<file path="src/logic/isa_pkg.sv">
package isa_pkg;

    // Architectural widths
    typedef logic [31:0] word_t;
    typedef logic [4:0]  reg_addr_t;
    typedef logic [7:0]  imem_addr_t;
    typedef logic [7:0]  dmem_addr_t;
    typedef logic [2:0]  alu_op_t;

    // Instruction fields
    typedef logic [5:0]  opcode_t;
    typedef logic [5:0]  funct_t;
    typedef logic [15:0] imm_t;

    // Primary opcodes
    localparam opcode_t OP_RTYPE = 6'h00;
    localparam opcode_t OP_BEQ   = 6'h04;
    localparam opcode_t OP_ADDI  = 6'h08;
    localparam opcode_t OP_LW    = 6'h23;
    localparam opcode_t OP_SW    = 6'h2b;

    // R-type function codes
    localparam funct_t FN_ADD = 6'h20;
    localparam funct_t FN_SUB = 6'h22;
    localparam funct_t FN_AND = 6'h24;
    localparam funct_t FN_OR  = 6'h25;
    localparam funct_t FN_SLT = 6'h2a;

    // ALU operations
    localparam alu_op_t ALU_ADD = 3'd0;
    localparam alu_op_t ALU_SUB = 3'd1;
    localparam alu_op_t ALU_AND = 3'd2;
    localparam alu_op_t ALU_OR  = 3'd3;
    localparam alu_op_t ALU_SLT = 3'd4;

    // Storage sizes
    localparam int IMEM_DEPTH = 256;
    localparam int DMEM_DEPTH = 256;
    localparam int NUM_REGS   = 32;

endpackage

</file>
<file path="src/logic/pipe_pkg.sv">
package pipe_pkg;

    import isa_pkg::*;

    // Control bits produced in decode and carried down the pipe
    typedef struct packed {
        logic    reg_write;
        logic    mem_to_reg;
        logic    mem_write;
        logic    branch;
        logic    alu_src;
        alu_op_t alu_op;
    } ctrl_t;

    // IF/ID
    typedef struct packed {
        logic  valid;
        word_t pc;
        word_t instr;
    } if_id_t;

    // ID/EX
    typedef struct packed {
        logic      valid;
        word_t     pc;
        ctrl_t     ctrl;
        word_t     rs_data;
        word_t     rt_data;
        word_t     imm;
        reg_addr_t dest;
    } id_ex_t;

    // EX/MEM
    typedef struct packed {
        logic      valid;
        ctrl_t     ctrl;
        word_t     alu_result;
        word_t     store_data;
        reg_addr_t dest;
    } ex_mem_t;

    // MEM/WB feeds the register-file write port in decode
    typedef struct packed {
        logic      valid;
        logic      reg_write;
        logic      mem_to_reg;
        word_t     alu_result;
        word_t     load_data;
        reg_addr_t dest;
    } mem_wb_t;

endpackage

</file>
<file path="src/logic/register_file.sv">
`timescale 1ns/1ps

module register_file
    import isa_pkg::*;
(
    input  logic      i_clk,
    input  reg_addr_t i_rs,
    input  reg_addr_t i_rt,
    output word_t     o_rs_data,
    output word_t     o_rt_data,
    input  logic      i_we,
    input  reg_addr_t i_wr_reg,
    input  word_t     i_wr_data
);

    word_t regs [NUM_REGS];

    // Same-cycle write is passed straight to the reader
    function automatic word_t read_port(input reg_addr_t addr);
        word_t value;
        if (addr == '0) begin
            value = '0;
        end else if (i_we && (i_wr_reg == addr)) begin
            value = i_wr_data;
        end else begin
            value = regs[addr];
        end
        return value;
    endfunction

    assign o_rs_data = read_port(i_rs);
    assign o_rt_data = read_port(i_rt);

    always_ff @(posedge i_clk) begin
        if (i_we && (i_wr_reg != '0)) begin
            regs[i_wr_reg] <= i_wr_data;
        end
    end

endmodule

</file>
<file path="src/logic/seg_instruction_decode.sv">
`timescale 1ns/1ps

module seg_instruction_decode
    import isa_pkg::*;
    import pipe_pkg::*;
(
    input  logic      i_clk,
    input  logic      i_rst_n,
    input  if_id_t    i_if_id,
    input  logic      i_squash,
    input  mem_wb_t   i_mem_wb,
    output id_ex_t    o_id_ex,
    output logic      o_wb_valid,
    output reg_addr_t o_wb_reg,
    output word_t     o_wb_data
);

    opcode_t   opcode;
    funct_t    funct;
    reg_addr_t rs;
    reg_addr_t rt;
    reg_addr_t rd;
    imm_t      imm;
    ctrl_t     ctrl;
    logic      known;
    word_t     rs_data;
    word_t     rt_data;
    logic      wb_we;
    word_t     wb_data;
    id_ex_t    id_ex_next;

    assign opcode = i_if_id.instr[31:26];
    assign rs     = i_if_id.instr[25:21];
    assign rt     = i_if_id.instr[20:16];
    assign rd     = i_if_id.instr[15:11];
    assign imm    = i_if_id.instr[15:0];
    assign funct  = i_if_id.instr[5:0];

    always_comb begin
        ctrl  = '0;
        known = 1'b1;
        case (opcode)
            OP_RTYPE: begin
                ctrl.reg_write = 1'b1;
                case (funct)
                    FN_ADD:  ctrl.alu_op = ALU_ADD;
                    FN_SUB:  ctrl.alu_op = ALU_SUB;
                    FN_AND:  ctrl.alu_op = ALU_AND;
                    FN_OR:   ctrl.alu_op = ALU_OR;
                    FN_SLT:  ctrl.alu_op = ALU_SLT;
                    default: known = 1'b0;
                endcase
            end
            OP_ADDI: begin
                ctrl.reg_write = 1'b1;
                ctrl.alu_src   = 1'b1;
                ctrl.alu_op    = ALU_ADD;
            end
            OP_LW: begin
                ctrl.reg_write  = 1'b1;
                ctrl.mem_to_reg = 1'b1;
                ctrl.alu_src    = 1'b1;
                ctrl.alu_op     = ALU_ADD;
            end
            OP_SW: begin
                ctrl.mem_write = 1'b1;
                ctrl.alu_src   = 1'b1;
                ctrl.alu_op    = ALU_ADD;
            end
            OP_BEQ: begin
                ctrl.branch = 1'b1;
                ctrl.alu_op = ALU_SUB;
            end
            default: known = 1'b0;
        endcase
    end

    // Write-back select
    assign wb_data    = i_mem_wb.mem_to_reg ? i_mem_wb.load_data : i_mem_wb.alu_result;
    assign wb_we      = i_mem_wb.valid && i_mem_wb.reg_write && (i_mem_wb.dest != '0);
    assign o_wb_valid = wb_we;
    assign o_wb_reg   = i_mem_wb.dest;
    assign o_wb_data  = wb_data;

    register_file u_register_file (
        .i_clk     (i_clk),
        .i_rs      (rs),
        .i_rt      (rt),
        .o_rs_data (rs_data),
        .o_rt_data (rt_data),
        .i_we      (wb_we),
        .i_wr_reg  (i_mem_wb.dest),
        .i_wr_data (wb_data)
    );

    assign id_ex_next.valid   = i_if_id.valid && known && !i_squash;
    assign id_ex_next.pc      = i_if_id.pc;
    assign id_ex_next.ctrl    = ctrl;
    assign id_ex_next.rs_data = rs_data;
    assign id_ex_next.rt_data = rt_data;
    assign id_ex_next.imm     = {{16{imm[15]}}, imm};
    assign id_ex_next.dest    = (opcode == OP_RTYPE) ? rd : rt;

    always_ff @(posedge i_clk) begin
        if (!i_rst_n) begin
            o_id_ex.valid <= 1'b0;
        end else begin
            o_id_ex <= id_ex_next;
        end
    end

endmodule

</file>
<file path="config.mk">
export PLATFORM = sky130hd
export DESIGN_NAME = seg_instruction_decode
export DESIGN_NICKNAME = d
export VERILOG_FILES = /design/src/logic/isa_pkg.sv /design/src/logic/pipe_pkg.sv /design/src/logic/register_file.sv /design/src/logic/seg_instruction_decode.sv
export SDC_FILE = /design/constraint.sdc
export NUM_CORES = 1
export LEC_CHECK = 0
export BUFFER_PORTS_ARGS = -buffer_cell sky130_fd_sc_hd__buf_4
export CELL_PAD_IN_SITES_DETAIL_PLACEMENT = 0
export CELL_PAD_IN_SITES_GLOBAL_PLACEMENT = 1
export CORE_MARGIN = 3
export CORE_UTILIZATION = 50
export CTS_BUF_LIST = sky130_fd_sc_hd__clkbuf_2 sky130_fd_sc_hd__clkbuf_4 sky130_fd_sc_hd__clkbuf_8
export DETAILED_ROUTE_END_ITERATION = 12
export HOLD_SLACK_MARGIN = 0.15
export PLACE_DENSITY = 0.84
export SLEW_MARGIN = 20
export SYNTH_ARGS = -nofsm -noshare
export SYNTH_HDL_FRONTEND = slang
export SYNTH_HIERARCHICAL = 1
export SYNTH_SLANG_ARGS = --single-unit
</file>
<file path="constraint.sdc">
create_clock -name i_clk -period 3 [get_ports i_clk]
set_clock_uncertainty 0.15 [all_clocks]
set_input_delay 0 -clock i_clk [delete_from_list [all_inputs] [get_ports i_clk]]
set_output_delay 0 -clock i_clk [all_outputs]
set_load 0.01 [all_outputs]
</file>
==> out/metrics.yaml <==
placement:
  io_buffers: 319
  placed_cell_area_um2: 57500
  gp_congestion: 0.846
  dp_hpwl_um: 93000
  pre_cts_ws_ns: 0.203
sta:
  holdWs_ns: 0.194
  worst_slew_pin_slew_ns: 1.14
  drv_slew: 0
  fmax_ghz: 0.333
  setup_tns_ns: 0
  slew_headroom_pct: 23.4
  setup_violations: 0
  finalCriticalPeriod_ns: 3.00
  hold_violations: 0
  min_period_over_period_pct: 100
  fin_ws_ns: 0.000279
  rsz0062_at_grt: "false"
cts:
  cts.sinks: 1150
  cts_max_level: 4
  ctsResizeCount: 0
  cts_buffers: 180
  clkSlewWorstSetupHoldPaths_ns: 0.06
  clock_path_buffers: 3
  clk_latency_ns: 0.87
  cts_tree: "done"
  cts_root_buf: "clkbuf_8"
yosys:
  synth_ff_type: "edfxtp_1"
  ys_ff_latch: 1150
  yosysSeqAreaShare_pct: 65.8
  synthTopCellsByCount: "edfxtp_1 (1149), mux4_2 (417), mux2i_1 (210)"
  yosysMostFrequentCell: "edfxtp_1"
  avgSynthCellArea_um2: 19.1
  synth_top_area_share_pct: 65.8
  synth_area_leader_cell: "edfxtp_1"
  ys_top_cells_by_area: "edfxtp_1 (66%), mux4_2 (18%), mux2i_1 (4.0%)"
  syn-cell-area_um2: 52400
  synth_cells: 2740
  ys_warn_count: 6
  synth_edf_count: 1149
  ys_async_sr_fraction_pct: 0
  yosysUniqueCellTypes: 63
floorplan:
  start_util_pct: 50.5
  die_area_um2: 109000
  rows: 118
  die_height_um: 330
  die_w_um: 330
  io_pins: 320
  design.core.area_um2: 104000
power_and_ir_drop:
  ir_worst_vdd_uv: 398
  p_per_area_nw_per_um2: 548
  power_leakage_nw: 21.5
status:
  status: "completed"
setup_path:
  critPathMaxFanout: 17
  crit_type: "primary input to register"
  critPathRequiredTime_ns: 3.49
  start_kind: "primary input"
  critical_path_arrival_ns: 3.49
  end_kind: "register"
detailed_routing:
  drtIter0Drc: 4786
  via_per_inst: 6.85
  ant_nets: 0
  drc: 0
  drtPass1Iterations: 5
  wl_per_cell_um: 33.9
  num_vias: 34000
  routed_wl_um: 168000
grt:
  grt_pass1_wl_um: 238000
  grt_usage_pct: 30.7
  grt_max_degree: 95
  grt_overflow: 0
  antenna_found_initial: 1
  grt_pass1_vias: 34400
min_path:
  hold_class: "primary input to primary output"
layout:
  drive_gt1_share_pct: 36.1
  design_area_um2: 63400
  nNetsFinal: 3592
  syn_to_final_growth_pct: 20.9
  post-route-util_pct: 61.1
job:
  drv_cap: 0
## critical path, cell delays in order
cell	delay (ns)
dlygate4sd3_1	0.53
buf_4	0.17
or3_1	0.40
o311a_1	0.40
nand2_1	0.28
buf_4	0.19
or2_2	0.52
o21ai_0	0.16
dlygate4sd3_1	0.59
a21oi_1	0.23
## final timing paths
path	startpoint	to	slack, ns	depth (start not counted)
setup / recovery	i_mem_wb[1]	o_id_ex[38]	0.0003	10
setup reg to reg	u_register_file/regs[5][25]	o_id_ex[62]	0.48	6
hold / removal	i_mem_wb[15]	o_wb_data[10]	0.19	3
hold reg to reg	u_register_file/regs[28][28]	o_id_ex[65]	0.65	4
## stage by stage
stage                     total power, mW  cells
after floorplan                      20.5   2771
after global placement               21.9   4395
after detailed placement             22.0   4395
after CTS                            34.9   4943
after global routing                 35.8   4963
final                                34.8   4965
## kinds of logic (layout without fill, tap and decap cells)
family                 Yosys count  after routing  share of synthesized area, %
XOR/XNOR                        10             10                         0.167
AO/OA/AOI/OAI                  423            423                          5.99
multiplexers                   694            694                          23.4
other                            1             35                       0.00715
AND/OR/NAND/NOR                222            222                          2.06
flip-flops                    1150           1150                          65.8
buffers and inverters          240           1051                          2.58
## registers in the layout, summed over array words and instances, names as in the netlist
name,count
u_register_file/regs,1024
o_id_ex,126
## timing repair
item / CTS / global route
hold endpoints to repair: 2126 / 542
setup endpoints to repair: 0 / 19
setup buffers: 0 / 3
hold buffers: 236 / 19
## layout make-up
type                       instances  area, um2
fill                            7167      40400
sequential                      1150      34500
multi-input combinational       1381      17000
timing repair buffer             733       6780
clock buffer                     221       2800
tap                             1380       1730
clock inverter                    91        581
inverter                           6       22.5
antenna                            3       7.51
## power by group
part	switching (mW)	internal [mW]	total, mW
combinational	2.02	1.69	3.72
sequential	0.151	18.1	18.3
clock	6.19	6.58	12.8
total	8.37	26.4	34.8
## per-layer routing
layer	up-vias	part of all wire [%]	global-route usage, %
met2	2946	46	47.1
met1	17400	35	41.0
met4	0	4.7	13.6
met5	-	0	0
met3	491	14	9.09
li1	13200	-	-
## placed cells by master, fill, tap and decap left out, types with 9 or more instances in the layout
master,count
a21oi_1,44
buf_2,16
o31ai_1,12
clkinv_1,58
nor2_4,32
clkinv_2,17
a221oi_1,27
o21ai_0,37
buf_4,424
a22o_1,48
nand3b_1,10
a2111oi_0,25
clkbuf_4,38
conb_1,32
a21o_1,13
edfxtp_1,1149
clkbuf_8,184
o22ai_1,42
nor2b_1,13
nor2_1,46
mux2i_1,210
a211oi_1,19
mux4_2,417
a22oi_1,81
xnor2_1,10
buf_12,55
mux2_2,65
o221ai_1,30
dlygate4sd3_1,232
nand4_1,9
nand2_1,61
Note: power is estimated with default switching activity, not from simulation.
