File: config.mk
export PLATFORM = sky130hd
export DESIGN_NAME = seg_execute
export DESIGN_NICKNAME = d
export VERILOG_FILES = /design/src/logic/isa_pkg.sv /design/src/logic/pipe_pkg.sv /design/src/logic/seg_execute.sv
export SDC_FILE = /design/constraint.sdc
export NUM_CORES = 1
export LEC_CHECK = 0
export BUFFER_PORTS_ARGS = -buffer_cell sky130_fd_sc_hd__buf_2
export CORE_ASPECT_RATIO = 1.5
export CORE_MARGIN = 2
export CORE_UTILIZATION = 45
export CTS_CLUSTER_SIZE = 20
export DETAILED_ROUTE_END_ITERATION = 10
export PLACE_DENSITY = 0.79
export SETUP_SLACK_MARGIN = 0.4
export SKIP_LAST_GASP = 1
export SLEW_MARGIN = 20
export SYNTH_ARGS = -nofsm -noshare
export SYNTH_HDL_FRONTEND = slang
export SYNTH_SLANG_ARGS = --single-unit
File: constraint.sdc
create_clock -name i_clk -period 14.1 [get_ports i_clk]
set_input_delay 2.82 -clock i_clk [delete_from_list [all_inputs] [get_ports i_clk]]
set_output_delay 2.82 -clock i_clk [all_outputs]
set_load 0.01 [all_outputs]
File: src/logic/isa_pkg.sv
package isa_pkg;

    // Architectural widths
    typedef logic [31:0] word_t;
    typedef logic [4:0]  reg_addr_t;
    typedef logic [7:0]  imem_addr_t;
    typedef logic [7:0]  dmem_addr_t;
    typedef logic [2:0]  alu_op_t;

    // Instruction fields
    typedef logic [5:0]  opcode_t;
    typedef logic [5:0]  funct_t;
    typedef logic [15:0] imm_t;

    // Primary opcodes
    localparam opcode_t OP_RTYPE = 6'h00;
    localparam opcode_t OP_BEQ   = 6'h04;
    localparam opcode_t OP_ADDI  = 6'h08;
    localparam opcode_t OP_LW    = 6'h23;
    localparam opcode_t OP_SW    = 6'h2b;

    // R-type function codes
    localparam funct_t FN_ADD = 6'h20;
    localparam funct_t FN_SUB = 6'h22;
    localparam funct_t FN_AND = 6'h24;
    localparam funct_t FN_OR  = 6'h25;
    localparam funct_t FN_SLT = 6'h2a;

    // ALU operations
    localparam alu_op_t ALU_ADD = 3'd0;
    localparam alu_op_t ALU_SUB = 3'd1;
    localparam alu_op_t ALU_AND = 3'd2;
    localparam alu_op_t ALU_OR  = 3'd3;
    localparam alu_op_t ALU_SLT = 3'd4;

    // Storage sizes
    localparam int IMEM_DEPTH = 256;
    localparam int DMEM_DEPTH = 256;
    localparam int NUM_REGS   = 32;

endpackage

File: src/logic/pipe_pkg.sv
package pipe_pkg;

    import isa_pkg::*;

    // Control bits produced in decode and carried down the pipe
    typedef struct packed {
        logic    reg_write;
        logic    mem_to_reg;
        logic    mem_write;
        logic    branch;
        logic    alu_src;
        alu_op_t alu_op;
    } ctrl_t;

    // IF/ID
    typedef struct packed {
        logic  valid;
        word_t pc;
        word_t instr;
    } if_id_t;

    // ID/EX
    typedef struct packed {
        logic      valid;
        word_t     pc;
        ctrl_t     ctrl;
        word_t     rs_data;
        word_t     rt_data;
        word_t     imm;
        reg_addr_t dest;
    } id_ex_t;

    // EX/MEM
    typedef struct packed {
        logic      valid;
        ctrl_t     ctrl;
        word_t     alu_result;
        word_t     store_data;
        reg_addr_t dest;
    } ex_mem_t;

    // MEM/WB feeds the register-file write port in decode
    typedef struct packed {
        logic      valid;
        logic      reg_write;
        logic      mem_to_reg;
        word_t     alu_result;
        word_t     load_data;
        reg_addr_t dest;
    } mem_wb_t;

endpackage

File: src/logic/seg_execute.sv
`timescale 1ns/1ps

module seg_execute
    import isa_pkg::*;
    import pipe_pkg::*;
(
    input  logic    i_clk,
    input  logic    i_rst_n,
    input  id_ex_t  i_id_ex,
    output ex_mem_t o_ex_mem,
    output logic    o_squash,
    output word_t   o_target
);

    word_t   op_a;
    word_t   op_b;
    word_t   alu_result;
    logic    lt_signed;
    ex_mem_t ex_mem_next;

    assign op_a      = i_id_ex.rs_data;
    assign op_b      = i_id_ex.ctrl.alu_src ? i_id_ex.imm : i_id_ex.rt_data;
    assign lt_signed = $signed(op_a) < $signed(op_b);

    always_comb begin
        case (i_id_ex.ctrl.alu_op)
            ALU_ADD: alu_result = op_a + op_b;
            ALU_SUB: alu_result = op_a - op_b;
            ALU_AND: alu_result = op_a & op_b;
            ALU_OR:  alu_result = op_a | op_b;
            ALU_SLT: alu_result = {{31{1'b0}}, lt_signed};
            default: alu_result = '0;
        endcase
    end

    // Taken beq redirects fetch and kills the two younger entries
    assign o_squash = i_id_ex.valid && i_id_ex.ctrl.branch
                   && (i_id_ex.rs_data == i_id_ex.rt_data);
    assign o_target = i_id_ex.pc + 32'd4 + {i_id_ex.imm[29:0], 2'b00};

    // beq has nothing left to do past this stage
    assign ex_mem_next.valid      = i_id_ex.valid && !i_id_ex.ctrl.branch;
    assign ex_mem_next.ctrl       = i_id_ex.ctrl;
    assign ex_mem_next.alu_result = alu_result;
    assign ex_mem_next.store_data = i_id_ex.rt_data;
    assign ex_mem_next.dest       = i_id_ex.dest;

    always_ff @(posedge i_clk) begin
        if (!i_rst_n) begin
            o_ex_mem.valid <= 1'b0;
        end else begin
            o_ex_mem <= ex_mem_next;
        end
    end

endmodule

==> impl_metrics.yaml, run 1 <==
final_layout:
  fillers: 1951
  sequential_cell_area_mm2: 0.002332
  regMostFlops: "o_ex_mem"
  area_growth_syn_to_layout_pct: 18.45
  final_cells: 1574
  fin_area_mm2: 0.01116
  reg_top3: "o_ex_mem x78"
  nNetsFinal: 1622
  drive_gt1_share_pct: 22.06
  n_antenna_cell: 0
  multi_input_area_mm2: 0.006514
  largest_reg_flops: 78
  final_core_util_pct: 54.43
route:
  drt_iter0_markers: 533
  ant_nets: 0
  drt_drc_violations_left: 0
  wl_mm: 28.03
  wl_per_cell_um: 17.81
  via_per_inst: 5.627
  first_pass_iters: 5
  vias: 8857
timing:
  hold_viol: 0
  min_period_ns: 9.397
  maxSlewHeadroom_pct: 30.33
  finalCritPeriodShare_pct: 66.65
  worst_pin_slew_ns: 1.045
  drv_slew: 0
  setup_viol: 0
  fin_tns_setup_ns: 0
  rsz0062_at_grt: "no"
  fmax_mhz: 106.4
power_and_ir_drop:
  power_leakage_nw: 5.397
  p_per_area_mw_per_mm2: 87.72
  p_total_mw: 0.9786
  ir_drop_mv: 0.04643
cts:
  cts_hold_buf: 0
  postCtsResizedCells: 0
  cts.sinks: 78
  clk_pin_slew_worst_paths_ns: 0.07
  htreeDepth: 3
  post-cts-setup-buffer-count: 0
  cts_buffer_depth: 2
  cts_tree: "built"
  cts_buffers: 9
  root_buffer: "clkbuf_16"
synth:
  ys_top_cells_by_count: "ha_1, a21oi_1, inv_1"
  synth.most_common_cell: "ha_1"
  synth_seq_cells: 78
  synthFlopType: "edfxtp_1"
  yosysSeqAreaShare_pct: 24.76
  synth_edf_count: 77
  synth.area.top_cells: "edfxtp_1, ha_1, a21oi_1, xnor2_1, inv_1"
  ys_warn_count: 0
  yosysUniqueCellTypes: 72
  async_reset_ff_share_pct: 0
  synth_top_area_share_pct: 24.55
  syn-num-nets: 1400
  synth_top_area_cell: "edfxtp_1"
  netlist_area_mm2: 0.009419
  syn_inst: 1083
  syn_area_per_cell_um2: 8.697
placement:
  dp_hpwl_mm: 22.28
  placed_cells: 1558
  io_buffers: 250
  dpl-instance-area_mm2: 0.01085
  gp_congestion: 0.9684
outcome:
  status: "completed"
floorplanning:
  die_x_um: 122.1
  ios: 255
  core_mm2: 0.02050
  rows: 64
  initial_core_util_pct: 45.95
  die_h_um: 181.2
  die_area_mm2: 0.02213
setup_path:
  crit_start: "i_id_ex[6]"
  endpoint_kind: "output pin"
  cp_max_fo: 4
  worstPathArrival_ns: 6.58
  crit_required_ns: 11.28
  endpoint: "o_target[29]"
  worstSetupStartpointType: "input port"
  path_class: "input port to output pin"
global_routing:
  grt_pass1_vias: 8853
  grt_pass1_wl_mm: 43.74
  grt_max_degree: 101
  antenna_found_initial: 0
  grt_usage_pct: 25.10
  grt-ovfl-total: 0
run:
  drv_cap: 0
min_path:
  worstHoldPathType: "input port to flip-flop"
==> cell type report <==
type	count	share of cell area, %
flip-flops and latches	78	20.90
repair buffers	252	11.37
clock buffers	9	2.019
well taps	264	2.961
multi-input cells	856	58.38
inverters	108	3.633
clock inverters	7	0.7289
==> layout by cell type, fill, tap and decap left out, types with 4 or more instances in the layout <==
cell type | Yosys | layout
a211oi_1 | 25 | 25
a21o_1 | 18 | 18
a21oi_1 | 109 | 109
a31oi_1 | 6 | 6
and3_1 | 5 | 5
buf_2 | 5 | 249
clkbuf_16 | 0 | 9
edfxtp_1 | 77 | 77
ha_1 | 170 | 170
inv_1 | 106 | 106
mux2i_1 | 38 | 38
nand2_1 | 47 | 47
nand2b_1 | 10 | 10
nand3_1 | 12 | 12
nand4_1 | 8 | 8
nor2_1 | 97 | 97
nor2b_1 | 9 | 9
nor3_1 | 18 | 18
nor4_1 | 15 | 15
o211ai_1 | 7 | 7
o21a_1 | 6 | 6
o21ai_0 | 66 | 66
o21bai_1 | 18 | 18
o22ai_1 | 12 | 12
o311ai_0 | 4 | 4
or3_1 | 6 | 6
xnor2_1 | 54 | 54
xor2_1 | 32 | 32
==> kinds of logic (layout without fill, tap and decap cells) <==
group	count (synthesis)	after routing	share of synthesized area [%]
and+or+nand+nor	246	246	12.45
adders and majority gates	173	173	23.22
DFF	78	78	24.76
buffers and inverters	149	376	6.084
AOI/OAI and AO/OA	312	312	21.21
muxes	39	39	4.277
xor gates and xnor gates	86	86	7.997
==> worst max-delay path, stage by stage <==
cell	delay (ns)
buf_2	0.12
ha_1	0.30
ha_1	0.22
fa_1	0.49
a211oi_1	0.33
o21ai_0	0.21
nand3_1	0.16
a31oi_1	0.20
a221oi_2	0.57
o21ai_0	0.21
a21oi_1	0.25
nor2b_1	0.07
o21ai_1	0.17
nor2b_1	0.18
xnor2_1	0.12
buf_2	0.15
==> routing by layer <==
metal / global-route usage, % / vias to the layer above / routed length (um)
met2: 45.83 / 345 / 14560
met5: 0 / - / 0
met3: 2.841 / 77 / 1443
li1: - / 4323 / -
met1: 27.90 / 4112 / 10680
met4: 13.29 / 0 / 1350
==> worst min path at each step <==
| stage | startpoint | to | cells past startpoint |
|---|---|---|---|
| finish | i_id_ex[106] | o_ex_mem[74] | 1 |
| global route | i_id_ex[1] | o_ex_mem[1] | 1 |
| CTS | i_id_ex[1] | o_ex_mem[1] | 1 |
| detailed placement | i_id_ex[1] | o_ex_mem[1] | 1 |
| global placement | i_id_ex[2] | o_ex_mem[2] | 1 |
| floorplan | i_id_ex[0] | o_ex_mem[0] | 0 |
==> report_power, final <==
group	switching, mW	internal (mW)	leakage, nW	total, mW
Clock	0.114	0.140	0.152	0.254
Combinational	0.261	0.178	4.49	0.439
Sequential	0.00529	0.280	0.757	0.286
==> metrics by stage <==
| stage | hold slack [ns] | worst slack [ns] |
|---|---|---|
| global placement | 2.997 | 4.847 |
| floorplan | 2.919 | 5.674 |
| detailed placement | 2.999 | 4.702 |
| global route | 2.623 | 4.392 |
| CTS | 2.623 | 4.674 |
| finish | 2.632 | 4.703 |
Power figures use the tool's default switching activity.
==> run 2: changes to the inputs <==
==> constraint.sdc (replaced) <==
create_clock -name i_clk -period 9.5 [get_ports i_clk]
set_input_delay 1.9 -clock i_clk [delete_from_list [all_inputs] [get_ports i_clk]]
set_output_delay 1.9 -clock i_clk [all_outputs]
set_load 0.01 [all_outputs]
==> impl_metrics.yaml, run 2 (synthesis results as in run 1) <==
final_layout:
  largest_reg_flops: 78
  regMostFlops: "o_ex_mem"
  reg_top3: "o_ex_mem x78"
  drive_gt1_share_pct: 22.06
  area_growth_syn_to_layout_pct: 18.53
  layout_common_cells: "buf_2, ha_1, a21oi_1, inv_1, nor2_1"
  multi_input_area_mm2: 0.006514
  fillers: 1916
  final_cells: 1574
  final_common_cell: "buf_2"
  sequential_cell_area_mm2: 0.002332
  n_antenna_cell: 0
  nNetsFinal: 1622
floorplanning:
  die_h_um: 181.2
  die_x_um: 122.1
  ios: 255
  initial_core_util_pct: 45.95
  rows: 64
  die_area_mm2: 0.02213
  core_mm2: 0.02050
placement:
  gp_congestion: 0.9720
  dp_hpwl_mm: 22.35
  io_buffers: 250
  placed_cells: 1558
route:
  drt_iter0_markers: 452
  wl_per_cell_um: 17.64
  ant_nets: 0
  wl_mm: 27.77
  via_per_inst: 5.588
  drt_drc_violations_left: 0
  vias: 8796
  first_pass_iters: 5
setup_path:
  worstPathArrival_ns: 5.67
  path_cells: "buf_2, ha_1, ha_1, fa_1, a211oi_1, o21ai_0, nand3_1, a31oi_1, a221oi_2, o21ai_0, a21oi_1, nor2b_1, o21ai_1, nor2b_1, xnor2_1, buf_2"
  crit_family: "compound AO/OA/AOI/OAI gates"
  crit_required_ns: 7.60
  critPathBufInv: 2
  endpoint_kind: "output pin"
  cp_max_fo: 4
  worstSetupStartpointType: "input port"
  path_class: "input port to output pin"
  crit_slowest_cell: "a221oi_2"
  max_stage_delay_ns: 0.57
global_routing:
  antenna_found_initial: 0
  grt-ovfl-total: 0
  grt_pass1_wl_mm: 43.29
  grt_max_degree: 101
  grt_usage_pct: 24.87
  grt_pass1_vias: 8678
cts:
  cts_buffer_depth: 2
  clk_pin_slew_worst_paths_ns: 0.07
  postCtsResizedCells: 0
  cts_hold_buf: 0
  post-cts-setup-buffer-count: 0
  htreeDepth: 3
  cts_buffers: 9
  cts.sinks: 78
  root_buffer: "clkbuf_16"
  cts_tree: "built"
timing:
  finalCritPeriodShare_pct: 79.68
  min_period_ns: 7.570
  fin_tns_setup_ns: 0
  hold_viol: 0
  fmax_mhz: 132.1
  maxSlewHeadroom_pct: 30.13
  drv_slew: 0
  setup_viol: 0
  rsz0062_at_grt: "no"
  worst_pin_slew_ns: 1.048
min_path:
  hp-start: "i_id_ex[108]"
  min_path_cells: 1
  worstHoldPathType: "input port to flip-flop"
  holdPathEnd: "o_ex_mem[76]"
power_and_ir_drop:
  p_per_area_mw_per_mm2: 130.1
  p_total_mw: 1.452
  power_leakage_nw: 5.397
  ir_drop_mv: 0.06652
run:
  drv_cap: 0
outcome:
  status: "completed"
run 2: cell types whose count changed in the layout (fill, tap and decap cells not counted):
cell        change
clkinv_2        -1
inv_8           +2
clkinvlp_4      +1
clkinv_4        -1
inv_6           -1
run 2: routing by layer:
layer | routed length [um] | GRT usage (%) | vias to the layer above | part of all wire, %
met5 | 0 | 0 | - | 0
met4 | 1327 | 13.20 | 0 | 4.8
met3 | 1345 | 3.314 | 74 | 4.8
met2 | 14360 | 45.07 | 297 | 52
met1 | 10730 | 27.63 | 4105 | 39
li1 | - | - | 4320 | -
run 2: worst max-delay path by stage:
stage / start / to / cells past startpoint
finish: i_id_ex[6] / o_target[29] / 16
global route: i_id_ex[5] / o_target[31] / 18
CTS: i_id_ex[6] / o_target[29] / 16
detailed placement: i_id_ex[6] / o_target[29] / 16
global placement: i_id_ex[6] / o_target[29] / 16
floorplan: i_id_ex[6] / o_target[29] / 14
run 2: area by class of cell:
cell class,count,share of cell area [%]
multi-input cells,856,58.34
well taps,264,2.959
flip-flops and latches,78,20.89
clock buffers,9,2.017
repair buffers,252,11.36
inverters,108,3.631
clock inverters,7,0.7957
run 2: where the power goes:
group	internal, mW	leakage [nW]	total (mW)	switching [mW]
logic	0.264	4.49	0.648	0.384
registers	0.416	0.757	0.425	0.00834
clock network	0.211	0.152	0.379	0.169
run 2: per-stage QoR:
stage	hold WS, ns	area (um2)	util [%]	setup slack, ns
2_1_floorplan	1.999	9419	-	2.914
5_1_grt	1.700	11160	54.46	1.642
4_1_cts	1.700	11160	54.46	1.930
3_3_place_gp	2.076	10850	52.93	2.087
3_5_place_dp	2.079	10850	52.93	1.947
6_report	1.708	11160	54.46	1.931
==> run 3: changes to the inputs <==
--- a/config.mk
+++ b/config.mk
@@ -5,13 +5,14 @@
 export SDC_FILE = /design/constraint.sdc
 export NUM_CORES = 1
 export LEC_CHECK = 0
+export ABC_AREA = 1
 export BUFFER_PORTS_ARGS = -buffer_cell sky130_fd_sc_hd__buf_2
 export CORE_ASPECT_RATIO = 1.5
 export CORE_MARGIN = 2
 export CORE_UTILIZATION = 45
 export CTS_CLUSTER_SIZE = 20
 export DETAILED_ROUTE_END_ITERATION = 10
-export PLACE_DENSITY = 0.79
+export PLACE_DENSITY = 0.8
 export SETUP_SLACK_MARGIN = 0.4
 export SKIP_LAST_GASP = 1
 export SLEW_MARGIN = 20
==> constraint.sdc (replaced) <==
create_clock -name i_clk -period 6.35 [get_ports i_clk]
set_input_delay 1.27 -clock i_clk [delete_from_list [all_inputs] [get_ports i_clk]]
set_output_delay 1.27 -clock i_clk [all_outputs]
set_load 0.01 [all_outputs]
==> impl_metrics.yaml, run 3 <==
outcome:
  status: "completed"
timing:
  min_period_ns: 4.924
  worst_pin_slew_ns: 1.056
  hold_viol: 0
  setup_viol: 0
  worst_slack_ns: 1.426
  finalCritPeriodShare_pct: 77.54
  fmax_mhz: 203.1
  maxSlewHeadroom_pct: 29.62
  fin_tns_setup_ns: 0
  rsz0062_at_grt: "no"
  drv_slew: 0
synth:
  syn_area_per_cell_um2: 6.603
  synth.most_common_cell: "nand2_1"
  ys_warn_count: 0
  syn-num-nets: 2021
  synth_seq_cells: 78
  yosysUniqueCellTypes: 51
  synthFlopType: "edfxtp_1"
  synth_top_area_cell: "edfxtp_1"
  synth.area.top_cells: "edfxtp_1, ha_1, nand2_1, inv_1, nand3_1"
  syn_inst: 1704
  netlist_area_mm2: 0.01125
  synth_top_area_share_pct: 20.55
  ys_top_cells_by_count: "nand2_1, inv_1, ha_1"
  yosysSeqAreaShare_pct: 20.73
  async_reset_ff_share_pct: 0
  synth_edf_count: 77
route:
  wl_mm: 43.65
  ant_nets: 0
  wl_per_cell_um: 19.31
  first_pass_iters: 7
  drt_iter0_markers: 1011
  vias: 12370
  drt_drc_violations_left: 0
  via_per_inst: 5.472
global_routing:
  grt_max_degree: 79
  grt-ovfl-total: 0
  antenna_found_initial: 5
  grt_pass1_vias: 11890
  gr-usage-met3_pct: 3.823
  grt.busiest_layer: "met2"
  met1_usage_pct: 34.64
  grt_pass1_wl_mm: 64.14
  use_met2_pct: 61.02
  grt_usage_pct: 32.21
cts:
  cts.sinks: 78
  cts_hold_buf: 0
  root_buffer: "clkbuf_16"
  cts_tree: "built"
  cts_buffer_depth: 2
  post-cts-setup-buffer-count: 0
  cts_buffers: 9
  htreeDepth: 3
  postCtsResizedCells: 0
  clk_pin_slew_worst_paths_ns: 0.07
floorplanning:
  die_h_um: 197.7
  rows: 70
  die_x_um: 133.1
  ios: 255
  die_area_mm2: 0.02631
  initial_core_util_pct: 45.88
  core_mm2: 0.02452
final_layout:
  nNetsFinal: 2248
  largest_reg_flops: 78
  final_core_util_pct: 53.27
  final_common_cell: "nand2_1"
  regMostFlops: "o_ex_mem"
  fin_area_mm2: 0.01306
  fillers: 2526
  n_antenna_cell: 0
  drive_gt1_share_pct: 17.41
  reg_top3: "o_ex_mem x78"
  area_growth_syn_to_layout_pct: 16.09
  sequential_cell_area_mm2: 0.002332
  multi_input_area_mm2: 0.007574
  layout_common_cells: "nand2_1, inv_1, buf_2, ha_1, nand3_1"
run:
  drv_cap: 0
setup_path:
  crit_slowest_cell: "fa_1"
  worstPathArrival_ns: 3.65
  crit_required_ns: 5.08
  endpoint: "o_target[31]"
  endpoint_kind: "output pin"
  path_class: "input port to output pin"
  crit_start: "i_id_ex[6]"
  cpMostUsedCell: "nand2_1"
  path_cells: "buf_2, ha_1, ha_1, fa_1, nand3_1, nand2_1, nand2_1, nand2_1, nand3_1, nand2_1, nand3b_1, nand2_1, xor2_1, buf_2"
  max_stage_delay_ns: 0.51
  cp_max_fo: 5
  worstSetupStartpointType: "input port"
power_and_ir_drop:
  seqPwrFrac_pct: 26.3
  p_total_mw: 2.407
  p_int_mw: 1.355
  combinationalPowerShare_pct: 48.8
  ir_drop_mv: 0.1283
  power_leakage_nw: 6.932
  p_per_area_mw_per_mm2: 184.3
  switching_power_mw: 1.052
  power_frac_clock_pct: 24.9
  switching_share_pct: 43.70
min_path:
  min_path_cells: 1
  worstHoldPathType: "input port to flip-flop"
placement:
  io_buffers: 250
  dpl-instance-area_mm2: 0.01274
  pre_cts_slack_ns: 1.450
  gp_congestion: 1.059
  dp_hpwl_mm: 36.31
[run 3: changes by cell type after synthesis, moves of 15 or more]
cell	before	now
nand2_1	47	428
xnor2_1	54	17
inv_2	1	18
a21o_1	18	3
nand3_1	12	128
nor2_1	97	112
o21ai_0	66	122
a211oi_1	25	1
inv_1	106	289
mux2i_1	38	0
[run 3: metal layers]
metal | vias to the layer above | part of all wire [%]
li1 | 6007 | -
met1 | 5675 | 36
met2 | 553 | 51
met3 | 124 | 6.7
met4 | 8 | 5.5
met5 | - | 0.099
[run 3: final cells by class]
type	count	area share [%]
Multi-Input combinational cell	1282	57.98
Tap cell	324	3.103
Sequential cell	78	17.85
Clock inverter	6	0.7184
Timing Repair Buffer	253	9.770
Clock buffer	10	1.753
Inverter	307	8.822
[run 3: cell families after synthesis]
kind of cell / Yosys count / share of synthesized area (%)
simple gates: 769 / 29.61
buf+inv: 344 / 12.06
compound gates: 300 / 15.05
fa+ha+maj: 173 / 19.44
flops: 78 / 20.73
xor+xnor: 40 / 3.113
[run 3: power by group through the flow]
stage	Clock [mW]	Combinational, mW	Sequential (mW)
CTS	0.605	1.15	0.634
global route	0.616	1.28	0.637
finish	0.599	1.17	0.633
detailed placement	0	1.14	0.644
global placement	0	1.14	0.643
floorplan	0	0.704	0.674
[run 3: critical path, delay by kind of cell]
family / cells / cell delay, ns
xor+xnor: 1 / 0.13
fa+ha+maj: 3 / 1.09
simple gates: 8 / 0.92
buf+inv: 2 / 0.25
[run 3: how the worst min path moves through the flow]
stage | from | end
floorplan | i_id_ex[105] | o_ex_mem[77]
global placement | i_id_ex[2] | o_ex_mem[2]
detailed placement | i_id_ex[106] | o_ex_mem[74]
CTS | i_id_ex[2] | o_ex_mem[2]
global route | i_id_ex[2] | o_ex_mem[2]
finish | i_id_ex[106] | o_ex_mem[74]
[run 3: metrics by stage]
step / std cells / hold WS [ns]
final: 2260 / 1.069
after global routing: 2260 / 1.065
after CTS: 2260 / 1.067
after detailed placement: 2244 / 1.449
after global placement: 2244 / 1.446
after floorplan: 1704 / 1.342
